--- config.mk ---
export PLATFORM = sky130hd
export DESIGN_NAME = lpif_slave_top
export DESIGN_NICKNAME = d
export VERILOG_FILES = /design/src/lpif_phy_pkg.sv /design/src/lpif_link_pkg.sv /design/src/lpif_sync_if.sv /design/src/lpif_slave_top.sv /design/src/lpif_phy_concat.sv /design/src/lpif_user_pack.sv /design/src/ll_auto_sync.sv
export SDC_FILE = /design/constraint.sdc
export NUM_CORES = 1
export LEC_CHECK = 0
export BUFFER_PORTS_ARGS = -buffer_cell sky130_fd_sc_hd__buf_2
export CAP_MARGIN = 20
export CORE_AREA = 2 2 234 236
export CTS_CLUSTER_SIZE = 12
export DETAILED_ROUTE_END_ITERATION = 8
export DIE_AREA = 0 0 236 238
export GPL_TIMING_DRIVEN = 1
export SYNTH_ARGS = -nofsm -noshare
export SYNTH_HDL_FRONTEND = slang
export SYNTH_SLANG_ARGS = --single-unit
--- constraint.sdc ---
create_clock -name clk_wr -period 3.8 [get_ports clk_wr]
set_input_delay 0.38 -clock clk_wr [delete_from_list [all_inputs] [get_ports clk_wr]]
set_output_delay 0.38 -clock clk_wr [all_outputs]
set_load 0.005 [all_outputs]
--- src/lpif_phy_pkg.sv ---
//////////////////////////////////////////////////
// PHY lane definitions
// Lane width, half-flit split, sync bit positions
//////////////////////////////////////////////////

package lpif_phy_pkg;

  // Bits per PHY lane
  localparam int lane_width = 80;

  // Flit bits carried per lane, always in lane bits 41..0
  localparam int half_width = 42;

  //////////////////////////////////////////////////
  // Sync bit positions within a lane
  // Lane i carries marker bit i
  localparam int marker_bit = 79;

  // Strobe position in gen2 mode
  localparam int strobe_bit_gen2 = 78;
  // Strobe position in gen1 mode, just above the data
  localparam int strobe_bit_gen1 = 42;

  // One marker bit per lane
  localparam int marker_width = 2;

  // Online delay and strobe period counters
  localparam int delay_width = 16;

  // Marker held while TX is online
  localparam logic [marker_width-1:0] auto_marker = 2'b10;

endpackage

--- src/lpif_link_pkg.sv ---
//////////////////////////////////////////////////
// Logic link definitions
// Flit layout, user field widths and offsets
// State encoding of the online delay paths
//////////////////////////////////////////////////

package lpif_link_pkg;

  // Packed flit carried across both lanes
  localparam int flit_width = 84;

  // User field widths
  localparam int data_width      = 64;
  localparam int state_width     = 8;
  localparam int protid_width    = 4;
  localparam int dvalid_width    = 2;
  localparam int crc_width       = 2;
  localparam int crc_valid_width = 2;
  localparam int valid_width     = 2;

  //////////////////////////////////////////////////
  // Field offsets, LSB first
  localparam int data_lsb      = 0;
  localparam int state_lsb     = data_lsb + data_width;
  localparam int protid_lsb    = state_lsb + state_width;
  localparam int dvalid_lsb    = protid_lsb + protid_width;
  localparam int crc_lsb       = dvalid_lsb + dvalid_width;
  localparam int crc_valid_lsb = crc_lsb + crc_width;
  // Top field ends exactly at flit bit 83
  localparam int valid_lsb     = crc_valid_lsb + crc_valid_width;

  // One machine per online delay path
  typedef enum logic [1:0] {
    sync_idle,
    sync_wait,
    sync_online
  } sync_state_e;

endpackage
--- src/lpif_sync_if.sv ---
//////////////////////////////////////////////////
// Sync bundle
// Delayed online flags, marker and strobe
//////////////////////////////////////////////////

`timescale 1ns/1ns

interface lpif_sync_if;

  logic                                  tx_online_delay;
  logic                                  rx_online_delay;
  logic [lpif_phy_pkg::marker_width-1:0] mrk_userbit;
  logic                                  stb_userbit;

  // Driven by the auto-sync block
  modport source (
    output tx_online_delay,
    output rx_online_delay,
    output mrk_userbit,
    output stb_userbit
  );

  // Consumed by the PHY mapper
  modport sink (
    input tx_online_delay,
    input rx_online_delay,
    input mrk_userbit,
    input stb_userbit
  );

  // Flags only, for debug status
  modport monitor (
    input tx_online_delay,
    input rx_online_delay
  );

endinterface

--- src/lpif_slave_top.sv ---
//////////////////////////////////////////////////
// LPIF slave link top
// Single-channel, two-lane die-to-die link
// Auto-sync, user packing, PHY mapping, debug status
//////////////////////////////////////////////////

`timescale 1ns/1ns

module lpif_slave_top (
  input  logic                                      clk_wr,
  input  logic                                      rst_n,

  // Link control
  input  logic                                      tx_online,
  input  logic                                      rx_online,

  // PHY lanes
  output logic [lpif_phy_pkg::lane_width-1:0]       tx_phy0,
  input  logic [lpif_phy_pkg::lane_width-1:0]       rx_phy0,
  output logic [lpif_phy_pkg::lane_width-1:0]       tx_phy1,
  input  logic [lpif_phy_pkg::lane_width-1:0]       rx_phy1,

  // Downstream user bus
  output logic [lpif_link_pkg::state_width-1:0]     dstrm_state,
  output logic [lpif_link_pkg::protid_width-1:0]    dstrm_protid,
  output logic [lpif_link_pkg::data_width-1:0]      dstrm_data,
  output logic [lpif_link_pkg::dvalid_width-1:0]    dstrm_dvalid,
  output logic [lpif_link_pkg::crc_width-1:0]       dstrm_crc,
  output logic [lpif_link_pkg::crc_valid_width-1:0] dstrm_crc_valid,
  output logic [lpif_link_pkg::valid_width-1:0]     dstrm_valid,

  // Upstream user bus, sampled every cycle
  input  logic [lpif_link_pkg::state_width-1:0]     ustrm_state,
  input  logic [lpif_link_pkg::protid_width-1:0]    ustrm_protid,
  input  logic [lpif_link_pkg::data_width-1:0]      ustrm_data,
  input  logic [lpif_link_pkg::dvalid_width-1:0]    ustrm_dvalid,
  input  logic [lpif_link_pkg::crc_width-1:0]       ustrm_crc,
  input  logic [lpif_link_pkg::crc_valid_width-1:0] ustrm_crc_valid,
  input  logic [lpif_link_pkg::valid_width-1:0]     ustrm_valid,

  // Debug status
  output logic [31:0]                               rx_downstream_debug_status,
  output logic [31:0]                               tx_upstream_debug_status,

  // Configuration
  input  logic                                      m_gen2_mode,
  input  logic [lpif_phy_pkg::marker_width-1:0]     tx_mrk_userbit,
  input  logic                                      tx_stb_userbit,
  input  logic [lpif_phy_pkg::delay_width-1:0]      delay_x_value,
  input  logic [lpif_phy_pkg::delay_width-1:0]      delay_y_value,
  input  logic [lpif_phy_pkg::delay_width-1:0]      delay_z_value
);

  lpif_sync_if sync_bus ();

  logic [lpif_link_pkg::flit_width-1:0] tx_flit;
  logic [lpif_link_pkg::flit_width-1:0] rx_flit;
  logic [31:0]                          status_word;

  //////////////////////////////////////////////////
  // Auto-sync
  ll_auto_sync u_auto_sync (
    .clk_wr         (clk_wr),
    .rst_n          (rst_n),
    .tx_online      (tx_online),
    .rx_online      (rx_online),
    .delay_x_value  (delay_x_value),
    .delay_y_value  (delay_y_value),
    .delay_z_value  (delay_z_value),
    .tx_mrk_userbit (tx_mrk_userbit),
    .tx_stb_userbit (tx_stb_userbit),
    .sync           (sync_bus.source)
  );

  //////////////////////////////////////////////////
  // User field packing, no FIFO in between
  lpif_user_pack u_user_pack (
    .ustrm_state     (ustrm_state),
    .ustrm_protid    (ustrm_protid),
    .ustrm_data      (ustrm_data),
    .ustrm_dvalid    (ustrm_dvalid),
    .ustrm_crc       (ustrm_crc),
    .ustrm_crc_valid (ustrm_crc_valid),
    .ustrm_valid     (ustrm_valid),
    .dstrm_state     (dstrm_state),
    .dstrm_protid    (dstrm_protid),
    .dstrm_data      (dstrm_data),
    .dstrm_dvalid    (dstrm_dvalid),
    .dstrm_crc       (dstrm_crc),
    .dstrm_crc_valid (dstrm_crc_valid),
    .dstrm_valid     (dstrm_valid),
    .tx_flit         (tx_flit),
    .rx_flit         (rx_flit)
  );

  //////////////////////////////////////////////////
  // PHY lane mapping
  lpif_phy_concat u_phy_concat (
    .clk_wr      (clk_wr),
    .rst_n       (rst_n),
    .m_gen2_mode (m_gen2_mode),
    .sync        (sync_bus.sink),
    .tx_flit     (tx_flit),
    .rx_flit     (rx_flit),
    .tx_phy0     (tx_phy0),
    .tx_phy1     (tx_phy1),
    .rx_phy0     (rx_phy0),
    .rx_phy1     (rx_phy1)
  );

  // Debug word, delayed flags at bits 19 and 18
  always_comb begin
    status_word     = '0;
    status_word[19] = sync_bus.tx_online_delay;
    status_word[18] = sync_bus.rx_online_delay;
  end

  // Same word reported in both directions
  assign rx_downstream_debug_status = status_word;
  assign tx_upstream_debug_status   = status_word;

endmodule

--- src/lpif_phy_concat.sv ---
//////////////////////////////////////////////////
// PHY lane mapper
// Registered flit to two-lane split on TX
// Registered two-lane to flit merge on RX
// Both directions gated by delayed online flags
//////////////////////////////////////////////////

`timescale 1ns/1ns

module lpif_phy_concat (
  input  logic                                  clk_wr,
  input  logic                                  rst_n,
  input  logic                                  m_gen2_mode,
  lpif_sync_if.sink                             sync,
  input  logic [lpif_link_pkg::flit_width-1:0]  tx_flit,
  output logic [lpif_link_pkg::flit_width-1:0]  rx_flit,
  output logic [lpif_phy_pkg::lane_width-1:0]   tx_phy0,
  output logic [lpif_phy_pkg::lane_width-1:0]   tx_phy1,
  input  logic [lpif_phy_pkg::lane_width-1:0]   rx_phy0,
  input  logic [lpif_phy_pkg::lane_width-1:0]   rx_phy1
);

  logic [lpif_phy_pkg::lane_width-1:0]  lane0_next;
  logic [lpif_phy_pkg::lane_width-1:0]  lane1_next;
  logic [lpif_link_pkg::flit_width-1:0] rx_merge;

  // Build one TX lane from its half flit and sync bits
  function automatic logic [lpif_phy_pkg::lane_width-1:0] build_lane(
    input logic [lpif_phy_pkg::half_width-1:0] half,
    input logic                                mrk,
    input logic                                stb,
    input logic                                gen2
  );
    logic [lpif_phy_pkg::lane_width-1:0] lane;
    lane = '0;
    lane[lpif_phy_pkg::half_width-1:0] = half;
    lane[lpif_phy_pkg::marker_bit]     = mrk;
    // Strobe slot depends on PHY generation
    if (gen2) begin
      lane[lpif_phy_pkg::strobe_bit_gen2] = stb;
    end else begin
      lane[lpif_phy_pkg::strobe_bit_gen1] = stb;
    end
    return lane;
  endfunction

  //////////////////////////////////////////////////
  // TX path
  // Low half on lane 0, high half on lane 1
  assign lane0_next = build_lane(tx_flit[lpif_phy_pkg::half_width-1:0],
                                 sync.mrk_userbit[0], sync.stb_userbit, m_gen2_mode);
  assign lane1_next = build_lane(
    tx_flit[lpif_link_pkg::flit_width-1:lpif_phy_pkg::half_width],
    sync.mrk_userbit[1], sync.stb_userbit, m_gen2_mode);

  // Silent lanes while TX is offline
  always_ff @(posedge clk_wr) begin
    if (!rst_n || !sync.tx_online_delay) begin
      tx_phy0 <= '0;
      tx_phy1 <= '0;
    end else begin
      tx_phy0 <= lane0_next;
      tx_phy1 <= lane1_next;
    end
  end

  //////////////////////////////////////////////////
  // RX path
  // Lane bits above the half flit carry sync only
  assign rx_merge = {rx_phy1[lpif_phy_pkg::half_width-1:0],
                     rx_phy0[lpif_phy_pkg::half_width-1:0]};

  always_ff @(posedge clk_wr) begin
    if (!rst_n || !sync.rx_online_delay) begin
      rx_flit <= '0;
    end else begin
      rx_flit <= rx_merge;
    end
  end

endmodule

--- src/lpif_user_pack.sv ---
//////////////////////////////////////////////////
// User bus packing
// Upstream fields into TX flit
// RX flit into downstream fields
//////////////////////////////////////////////////

`timescale 1ns/1ns

module lpif_user_pack (
  // Upstream user fields
  input  logic [lpif_link_pkg::state_width-1:0]     ustrm_state,
  input  logic [lpif_link_pkg::protid_width-1:0]    ustrm_protid,
  input  logic [lpif_link_pkg::data_width-1:0]      ustrm_data,
  input  logic [lpif_link_pkg::dvalid_width-1:0]    ustrm_dvalid,
  input  logic [lpif_link_pkg::crc_width-1:0]       ustrm_crc,
  input  logic [lpif_link_pkg::crc_valid_width-1:0] ustrm_crc_valid,
  input  logic [lpif_link_pkg::valid_width-1:0]     ustrm_valid,

  // Downstream user fields
  output logic [lpif_link_pkg::state_width-1:0]     dstrm_state,
  output logic [lpif_link_pkg::protid_width-1:0]    dstrm_protid,
  output logic [lpif_link_pkg::data_width-1:0]      dstrm_data,
  output logic [lpif_link_pkg::dvalid_width-1:0]    dstrm_dvalid,
  output logic [lpif_link_pkg::crc_width-1:0]       dstrm_crc,
  output logic [lpif_link_pkg::crc_valid_width-1:0] dstrm_crc_valid,
  output logic [lpif_link_pkg::valid_width-1:0]     dstrm_valid,

  // Flits to and from the PHY mapper
  output logic [lpif_link_pkg::flit_width-1:0]      tx_flit,
  input  logic [lpif_link_pkg::flit_width-1:0]      rx_flit
);

  //////////////////////////////////////////////////
  // TX packing
  // Every flit bit is covered by exactly one field
  always_comb begin
    tx_flit = '0;
    tx_flit[lpif_link_pkg::data_lsb      +: lpif_link_pkg::data_width]      = ustrm_data;
    tx_flit[lpif_link_pkg::state_lsb     +: lpif_link_pkg::state_width]     = ustrm_state;
    tx_flit[lpif_link_pkg::protid_lsb    +: lpif_link_pkg::protid_width]    = ustrm_protid;
    tx_flit[lpif_link_pkg::dvalid_lsb    +: lpif_link_pkg::dvalid_width]    = ustrm_dvalid;
    // CRC bits are plain user data here
    tx_flit[lpif_link_pkg::crc_lsb       +: lpif_link_pkg::crc_width]       = ustrm_crc;
    tx_flit[lpif_link_pkg::crc_valid_lsb +: lpif_link_pkg::crc_valid_width] = ustrm_crc_valid;
    tx_flit[lpif_link_pkg::valid_lsb     +: lpif_link_pkg::valid_width]     = ustrm_valid;
  end

  //////////////////////////////////////////////////
  // RX unpacking
  // Gating already applied in the PHY mapper register
  assign dstrm_data      = rx_flit[lpif_link_pkg::data_lsb +: lpif_link_pkg::data_width];
  assign dstrm_state     = rx_flit[lpif_link_pkg::state_lsb +: lpif_link_pkg::state_width];
  assign dstrm_protid    = rx_flit[lpif_link_pkg::protid_lsb +: lpif_link_pkg::protid_width];
  assign dstrm_dvalid    = rx_flit[lpif_link_pkg::dvalid_lsb +: lpif_link_pkg::dvalid_width];
  assign dstrm_crc       = rx_flit[lpif_link_pkg::crc_lsb +: lpif_link_pkg::crc_width];
  assign dstrm_crc_valid =
    rx_flit[lpif_link_pkg::crc_valid_lsb +: lpif_link_pkg::crc_valid_width];
  assign dstrm_valid     = rx_flit[lpif_link_pkg::valid_lsb +: lpif_link_pkg::valid_width];

endmodule

--- src/ll_auto_sync.sv ---
//////////////////////////////////////////////////
// Logic link auto-sync
// Delays TX/RX online by programmable counts
// Persistent marker and periodic strobe when online
//////////////////////////////////////////////////

`timescale 1ns/1ns

module ll_auto_sync (
  input  logic                                  clk_wr,
  input  logic                                  rst_n,
  input  logic                                  tx_online,
  input  logic                                  rx_online,
  input  logic [lpif_phy_pkg::delay_width-1:0]  delay_x_value,
  input  logic [lpif_phy_pkg::delay_width-1:0]  delay_y_value,
  input  logic [lpif_phy_pkg::delay_width-1:0]  delay_z_value,
  input  logic [lpif_phy_pkg::marker_width-1:0] tx_mrk_userbit,
  input  logic                                  tx_stb_userbit,
  lpif_sync_if.source                           sync
);

  // Path 0 is TX, path 1 is RX
  logic [1:0]                             path_req;
  logic [lpif_phy_pkg::delay_width-1:0]   path_delay [2];
  lpif_link_pkg::sync_state_e             path_state [2];
  logic [lpif_phy_pkg::delay_width-1:0]   path_cnt   [2];

  // Strobe period tracking
  logic [lpif_phy_pkg::delay_width-1:0]   stb_cnt;
  logic [lpif_phy_pkg::delay_width-1:0]   stb_last;
  logic                                   tx_on;
  logic                                   stb_pulse;

  assign path_req      = {rx_online, tx_online};
  assign path_delay[0] = delay_x_value;
  assign path_delay[1] = delay_y_value;

  //////////////////////////////////////////////////
  // Online delay machines
  // Sampled low input drops the path back to idle
  always_ff @(posedge clk_wr) begin
    for (int i = 0; i < 2; i++) begin
      if (!rst_n || !path_req[i]) begin
        path_state[i] <= lpif_link_pkg::sync_idle;
        path_cnt[i]   <= '0;
      end else begin
        case (path_state[i])
          lpif_link_pkg::sync_idle: begin
            // Load delay on first sampled high
            path_state[i] <= lpif_link_pkg::sync_wait;
            path_cnt[i]   <= path_delay[i];
          end
          lpif_link_pkg::sync_wait: begin
            if (path_cnt[i] == '0) begin
              path_state[i] <= lpif_link_pkg::sync_online;
            end else begin
              path_cnt[i] <= path_cnt[i] - 1'b1;
            end
          end
          default: begin
            // Hold online until input drops
            path_state[i] <= lpif_link_pkg::sync_online;
          end
        endcase
      end
    end
  end

  assign tx_on = (path_state[0] == lpif_link_pkg::sync_online);

  //////////////////////////////////////////////////
  // Strobe period counter
  // Zero period treated as one
  assign stb_last = (delay_z_value == '0) ? '0 : delay_z_value - 1'b1;

  always_ff @(posedge clk_wr) begin
    if (!rst_n || !tx_on) begin
      stb_cnt <= '0;
    end else if (stb_cnt >= stb_last) begin
      stb_cnt <= '0;
    end else begin
      stb_cnt <= stb_cnt + 1'b1;
    end
  end

  // Count starts at zero so first online cycle pulses
  assign stb_pulse = (stb_cnt == '0);

  // Bundle outputs
  assign sync.tx_online_delay = tx_on;
  assign sync.rx_online_delay = (path_state[1] == lpif_link_pkg::sync_online);
  assign sync.mrk_userbit     = tx_on ? lpif_phy_pkg::auto_marker : tx_mrk_userbit;
  assign sync.stb_userbit     = tx_on ? stb_pulse : tx_stb_userbit;

endmodule

Yosys cells after proc, flatten, opt, wreduce, memory -nomap -nowiden:

Memories as Yosys holds them, arrays and structs flattened.
Cells that the tools add are included.

* register bits: 260
* memory bits (writable): 36
* input bits: 300
* output and inout port bits: 308
* memories: 2

* add/subtract/negate cells: 4
* magnitude comparators: 1
* equal/unequal tests: 4
* mux-type cells: 47
* bitwise logic cells: 10
* reductions and logical operators: 19

Memories
* u_auto_sync.path_cnt: words 2, width 16, rd ports 2, clocked after Yosys merged registers in 0, write ports 2, line ll_auto_sync.sv:26 `logic [lpif_phy_pkg::delay_width-1:0] path_cnt [2];`
* u_auto_sync.path_state: words 2, width 2, rd ports 2, clocked after Yosys merged registers in 0, write ports 2, line ll_auto_sync.sv:25 `lpif_link_pkg::sync_state_e path_state [2];`

Operator list (count)
* $mux 16: 5
* $logic_not 16->1: 4
* $sub 16x1->16 const B: 3
* $mux 1: 35
* $add 16x1->16 const B: 1
* $ge 16x16->1: 1
* $mux 2: 7
* $or 1x1->1: 10
* $reduce_or 2->1: 4
* $logic_not 1->1: 5
* $eq 2x1->1 const B: 2
* $eq 2x2->1 const B: 2
* $logic_not 2->1: 2
* $logic_or 1x1->1: 4

Longest topological paths before layout:

An unclocked memory read counts as a cell.

* word-level depth: 8
* mapped depth: 13

Cells and area by module:

Synthesis repeated with hierarchy kept, for this count alone.

* cells, all modules: 1078
* area, all modules: 10570.1 um2

Modules (own cells, without submodules)
* lpif_phy_concat: times used 1, cells an instance 454, area each 5328.9 um2, sequential area each 3443.3 um2
* ll_auto_sync: times used 1, cells an instance 391, area each 3495.9 um2, sequential area each 1401.3 um2
* lpif_user_pack: times used 1, cells an instance 168, area each 1261.2 um2, sequential area each 0.0 um2
* lpif_slave_top: times used 1, cells an instance 65, area each 484.2 um2, sequential area each 0.0 um2

Worst setup path after synthesis:

Ideal clock, no wire load.

* path kind: input -> register
* from: in delay_z_value[11] (netlist name)
* to: reg u_auto_sync.stb_cnt[10] (netlist name)
* arrival time: 2929 ps
* data required time: 3672 ps
* setup slack: 743 ps
* stages on the path: 12
* path through: or3_1 > nor3_1 > nor3b_1 > xor2_1 > nand2_1 > ha_1 > nand4_1 > nor3_1 > o311ai_0 > o211ai_1 > clkbuf_1 > nor2_1

* cells in the longest elaborated chain, start to end: 4
* elaborated cells between the ends (all ways): 5
* those cells by class: add/sub (1); order compare (1); mux (1); reduce/logical (2)

Ends and longest elaborated chain
* from (decl): line lpif_slave_top.sv:51 `input logic [lpif_phy_pkg::delay_width-1:0] delay_z_value`
* $sub 16x1->16 / $logic_not 16->1 (equally long branches): line ll_auto_sync.sv:74 `assign stb_last = (delay_z_value == '0) ? '0 : delay_z_value - 1'b1;`
* $mux 16 *: line ll_auto_sync.sv:74
* $ge 16x16->1 *: line ll_auto_sync.sv:79 `end else if (stb_cnt >= stb_last) begin`
* $reduce_or 2->1 (no source line) *
* to (signal assigned): line ll_auto_sync.sv:82 `stb_cnt <= stb_cnt + 1'b1;`
* to (decl): line ll_auto_sync.sv:29 `logic [lpif_phy_pkg::delay_width-1:0] stb_cnt;`

Mark *: on every way between the ends. The rest lies on a longest branch, timed or not.
A chain may end at the register's enable or synchronous reset.

Worst setup path after layout:

* from: in delay_z_value[11] (netlist name)
* to: reg u_auto_sync.stb_cnt[11] (netlist name)

Same word-level chain as after synthesis.

==> reports/metrics.cfg <==
[synthesis]
async_flop_share_pct=0
synth_cells=895
yosysWarnings=0
syn_area_um2=9170
ys_types=52
yosys.area.top_type_share_pct=41.0
synth_edf_count=36
ys_seq_elements=224
synth_area_leader_cell=dfxtp_1
ys.flop_type=dfxtp_1
ys_seq_area_share_pct=52.8
yosys-top-cells-area=dfxtp_1 (41%), edfxtp_1 (12%), buf_4 (11%)
syn_avg_cell_area_um2=10.3

[global_routing]
grt_start_max_net_pins=86
grtUsageMet2_pct=15.7
grt_overflow=0
antenna_found_initial=5
grt_pass1_vias=6837
use_met3_pct=2.70
grt_use_total_pct=8.62
grt_pass1_wl_mm=37.7
top_usage_layer=met2
met1_usage_pct=9.21

[setup_path]
cp-start-kind=input port
cp_common_cell=nor3_1
cp.depth=13
regToRegStartpoint=u_auto_sync.path_cnt[1][7]
cpLargestDelayFamily=simple AND/OR/NAND/NOR gates
rr_worst_depth=4
critPathSlowestCell=nor3_1
path_buf_inv=2
worstSetupPathType=input port to register
worstSetupStartpoint=delay_z_value[11]
crit_required_ps=4230
path_max_fanout=16
end_kind=register
path_cells=buf_2 > or3_1 > nor3_1 > nor3b_1 > xor2_1 > nand2_1 > ha_1 > nand4_1 > nor3_1 > o311ai_0 > o211ai_1 > buf_4 > nor2_1
cp-endpoint=u_auto_sync.stb_cnt[11]
arrival_ps=3200
crit_path_max_incr_delay_ps=420
reg2reg_to=u_auto_sync.path_cnt[1][3]
reg2reg_slack_ps=1180

[pwr]
ir_worst_vdd_uv=333
p_leak_nw=6.39
power.density_nw_per_um2=441

[routing]
antenna_left=0
drc=0
vias=7330
wl_per_cell_um=13.0
wl_mm=26.5
dr.pass1.iters=4
first_iter_violations=225
vias_per_cell=3.59

[final_layout]
most-common-layout-cells=buf_2 (398), dfxtp_1 (188), conb_1 (131), and3_1 (86), and2_1 (85)
final_common_cell=buf_2
fin_nets=1651
fin_area_um2=12600
syn_to_final_growth_pct=37.8
drive_above_1_share_pct=34.4
fin_cells=2043
fillers=5741

[timing]
hold_violations=0
skew_ps=9.84
relSlewSlack_pct=37.2
fin_crit_sh_pct=72.8
worstMarginPinSlew_ps=940
slew_violations=0
final.setup.tns_ps=0
setup_viol=0
grt_setup_unrepaired=no
clock.fmax_ghz=0.362
timing.final.crit_period_ps=2770

[place]
place_area_um2=11400
dp_cells=1955
gp_congestion=0.787
port_buffers=398
hpwl_mm=20.0

[clock_tree]
htree_levels=1
clock_path_buffers=3
root_buffer=clkbuf_16
clock_latency_ps=550
cts_sinks=224
cts_tree=yes
ctsResizeCount=0
cts_made_buffers=25
path_clk_slew_ps=60

[floorplan]
fp.dieH_um=238
die_x_um=236
start_util_pct=17.1
row_count=85
dieArea_um2=56200
coreArea_um2=53500
num_io_pins=608

[worst_hold_path]
hp-class=input port to register

[status]
status=complete, no violations

[flow_run]
max_cap_viol_count=0

## synthesized netlist by cell type, types with 21 or more instances
| cell type | n |
|---|---|
| dfxtp_1 | 188 |
| buf_4 | 137 |
| and3_1 | 86 |
| and2_1 | 85 |
| nand2_1 | 65 |
| nor2_1 | 45 |
| edfxtp_1 | 36 |
| clkbuf_1 | 32 |
| xnor2_1 | 30 |
| ha_1 | 23 |
| o21ai_0 | 21 |
| xor2_1 | 21 |
## logic make-up after synthesis
kind of cell,after synthesis,synth area share [%]
mux,1,0.109
compound gates,55,3.98
fa+ha+maj,23,3.14
other cells,1,0.0409
buf+inv,183,13.4
xor+xnor,51,4.87
simple gates,357,21.7
flops,224,52.8
## layer usage
layer	routed length, um	part of all wire, %
met2	13000	49
met4	1020	3.8
met3	2350	8.9
met5	36	0.14
met1	10000	38
## flip-flops by register name, summed over array words and instances, names as in the netlist
register / flops
u_auto_sync.path_cnt: 32
u_auto_sync.path_state: 4
u_auto_sync.stb_cnt: 16
u_phy_concat.rx_flit: 84
u_phy_concat.tx_phy0: 43
u_phy_concat.tx_phy1: 45
## worst reg2reg max path: stages, from the launching register on
cell and delay, ps:
edfxtp_1 460, nor4_1 580, nand3b_1 330, o311ai_4 720
o21ai_0 250
## worst min-delay path by stage
stage / from / end / slack (ps) / cells after the start
2_1_floorplan: u_auto_sync.stb_cnt[0] / u_auto_sync.stb_cnt[0] / 440 / 1
3_3_place_gp: u_auto_sync.stb_cnt[0] / u_auto_sync.stb_cnt[0] / 460 / 1
3_5_place_dp: u_auto_sync.stb_cnt[0] / u_auto_sync.stb_cnt[0] / 470 / 1
4_1_cts: ustrm_protid[2] / u_phy_concat.tx_phy1[32] / 0.05 / 2
5_1_grt: ustrm_data[7] / u_phy_concat.tx_phy0[7] / 6 / 2
6_report: ustrm_data[61] / u_phy_concat.tx_phy1[19] / 40 / 2
## per-stage QoR
stage / worst slack [ps] / power [mW] / hold slack [ps] / util, %
2_1_floorplan: 743 / 3.10 / 441 / -
3_3_place_gp: 518 / 3.24 / 455 / 21.4
3_5_place_dp: 493 / 3.26 / 475 / 21.4
4_1_cts: 1090 / 5.70 / 0.0480 / 23.6
5_1_grt: 762 / 5.87 / 5.70 / 23.6
6_report: 1030 / 5.58 / 40.0 / 23.6
## power breakdown
group          leakage, nW  internal, mW  switching [mW]
logic                 4.05         0.322           0.347
clock network        0.389          1.36           0.981
registers             1.95          2.50          0.0610
## area by class of cell
cell class                      count  area, um^2  share of cell area (%)
Sequential cell                   224        4840                    38.3
Multi-Input combinational cell    618        3600                    28.5
Timing Repair Buffer              447        2490                    19.7
Tap cell                          696         871                    6.89
Clock buffer                       38         716                    5.66
Clock inverter                      7        67.6                   0.535
Inverter                           12        45.0                   0.356
Antenna cell                        1        2.50                  0.0198
## timing repair
action                                 4_1_cts  5_1_grt
endpoints found under the hold margin       42        0
setup buffers                                0        0
hold buffers                                42        0
(Power assumes the default switching activity.)
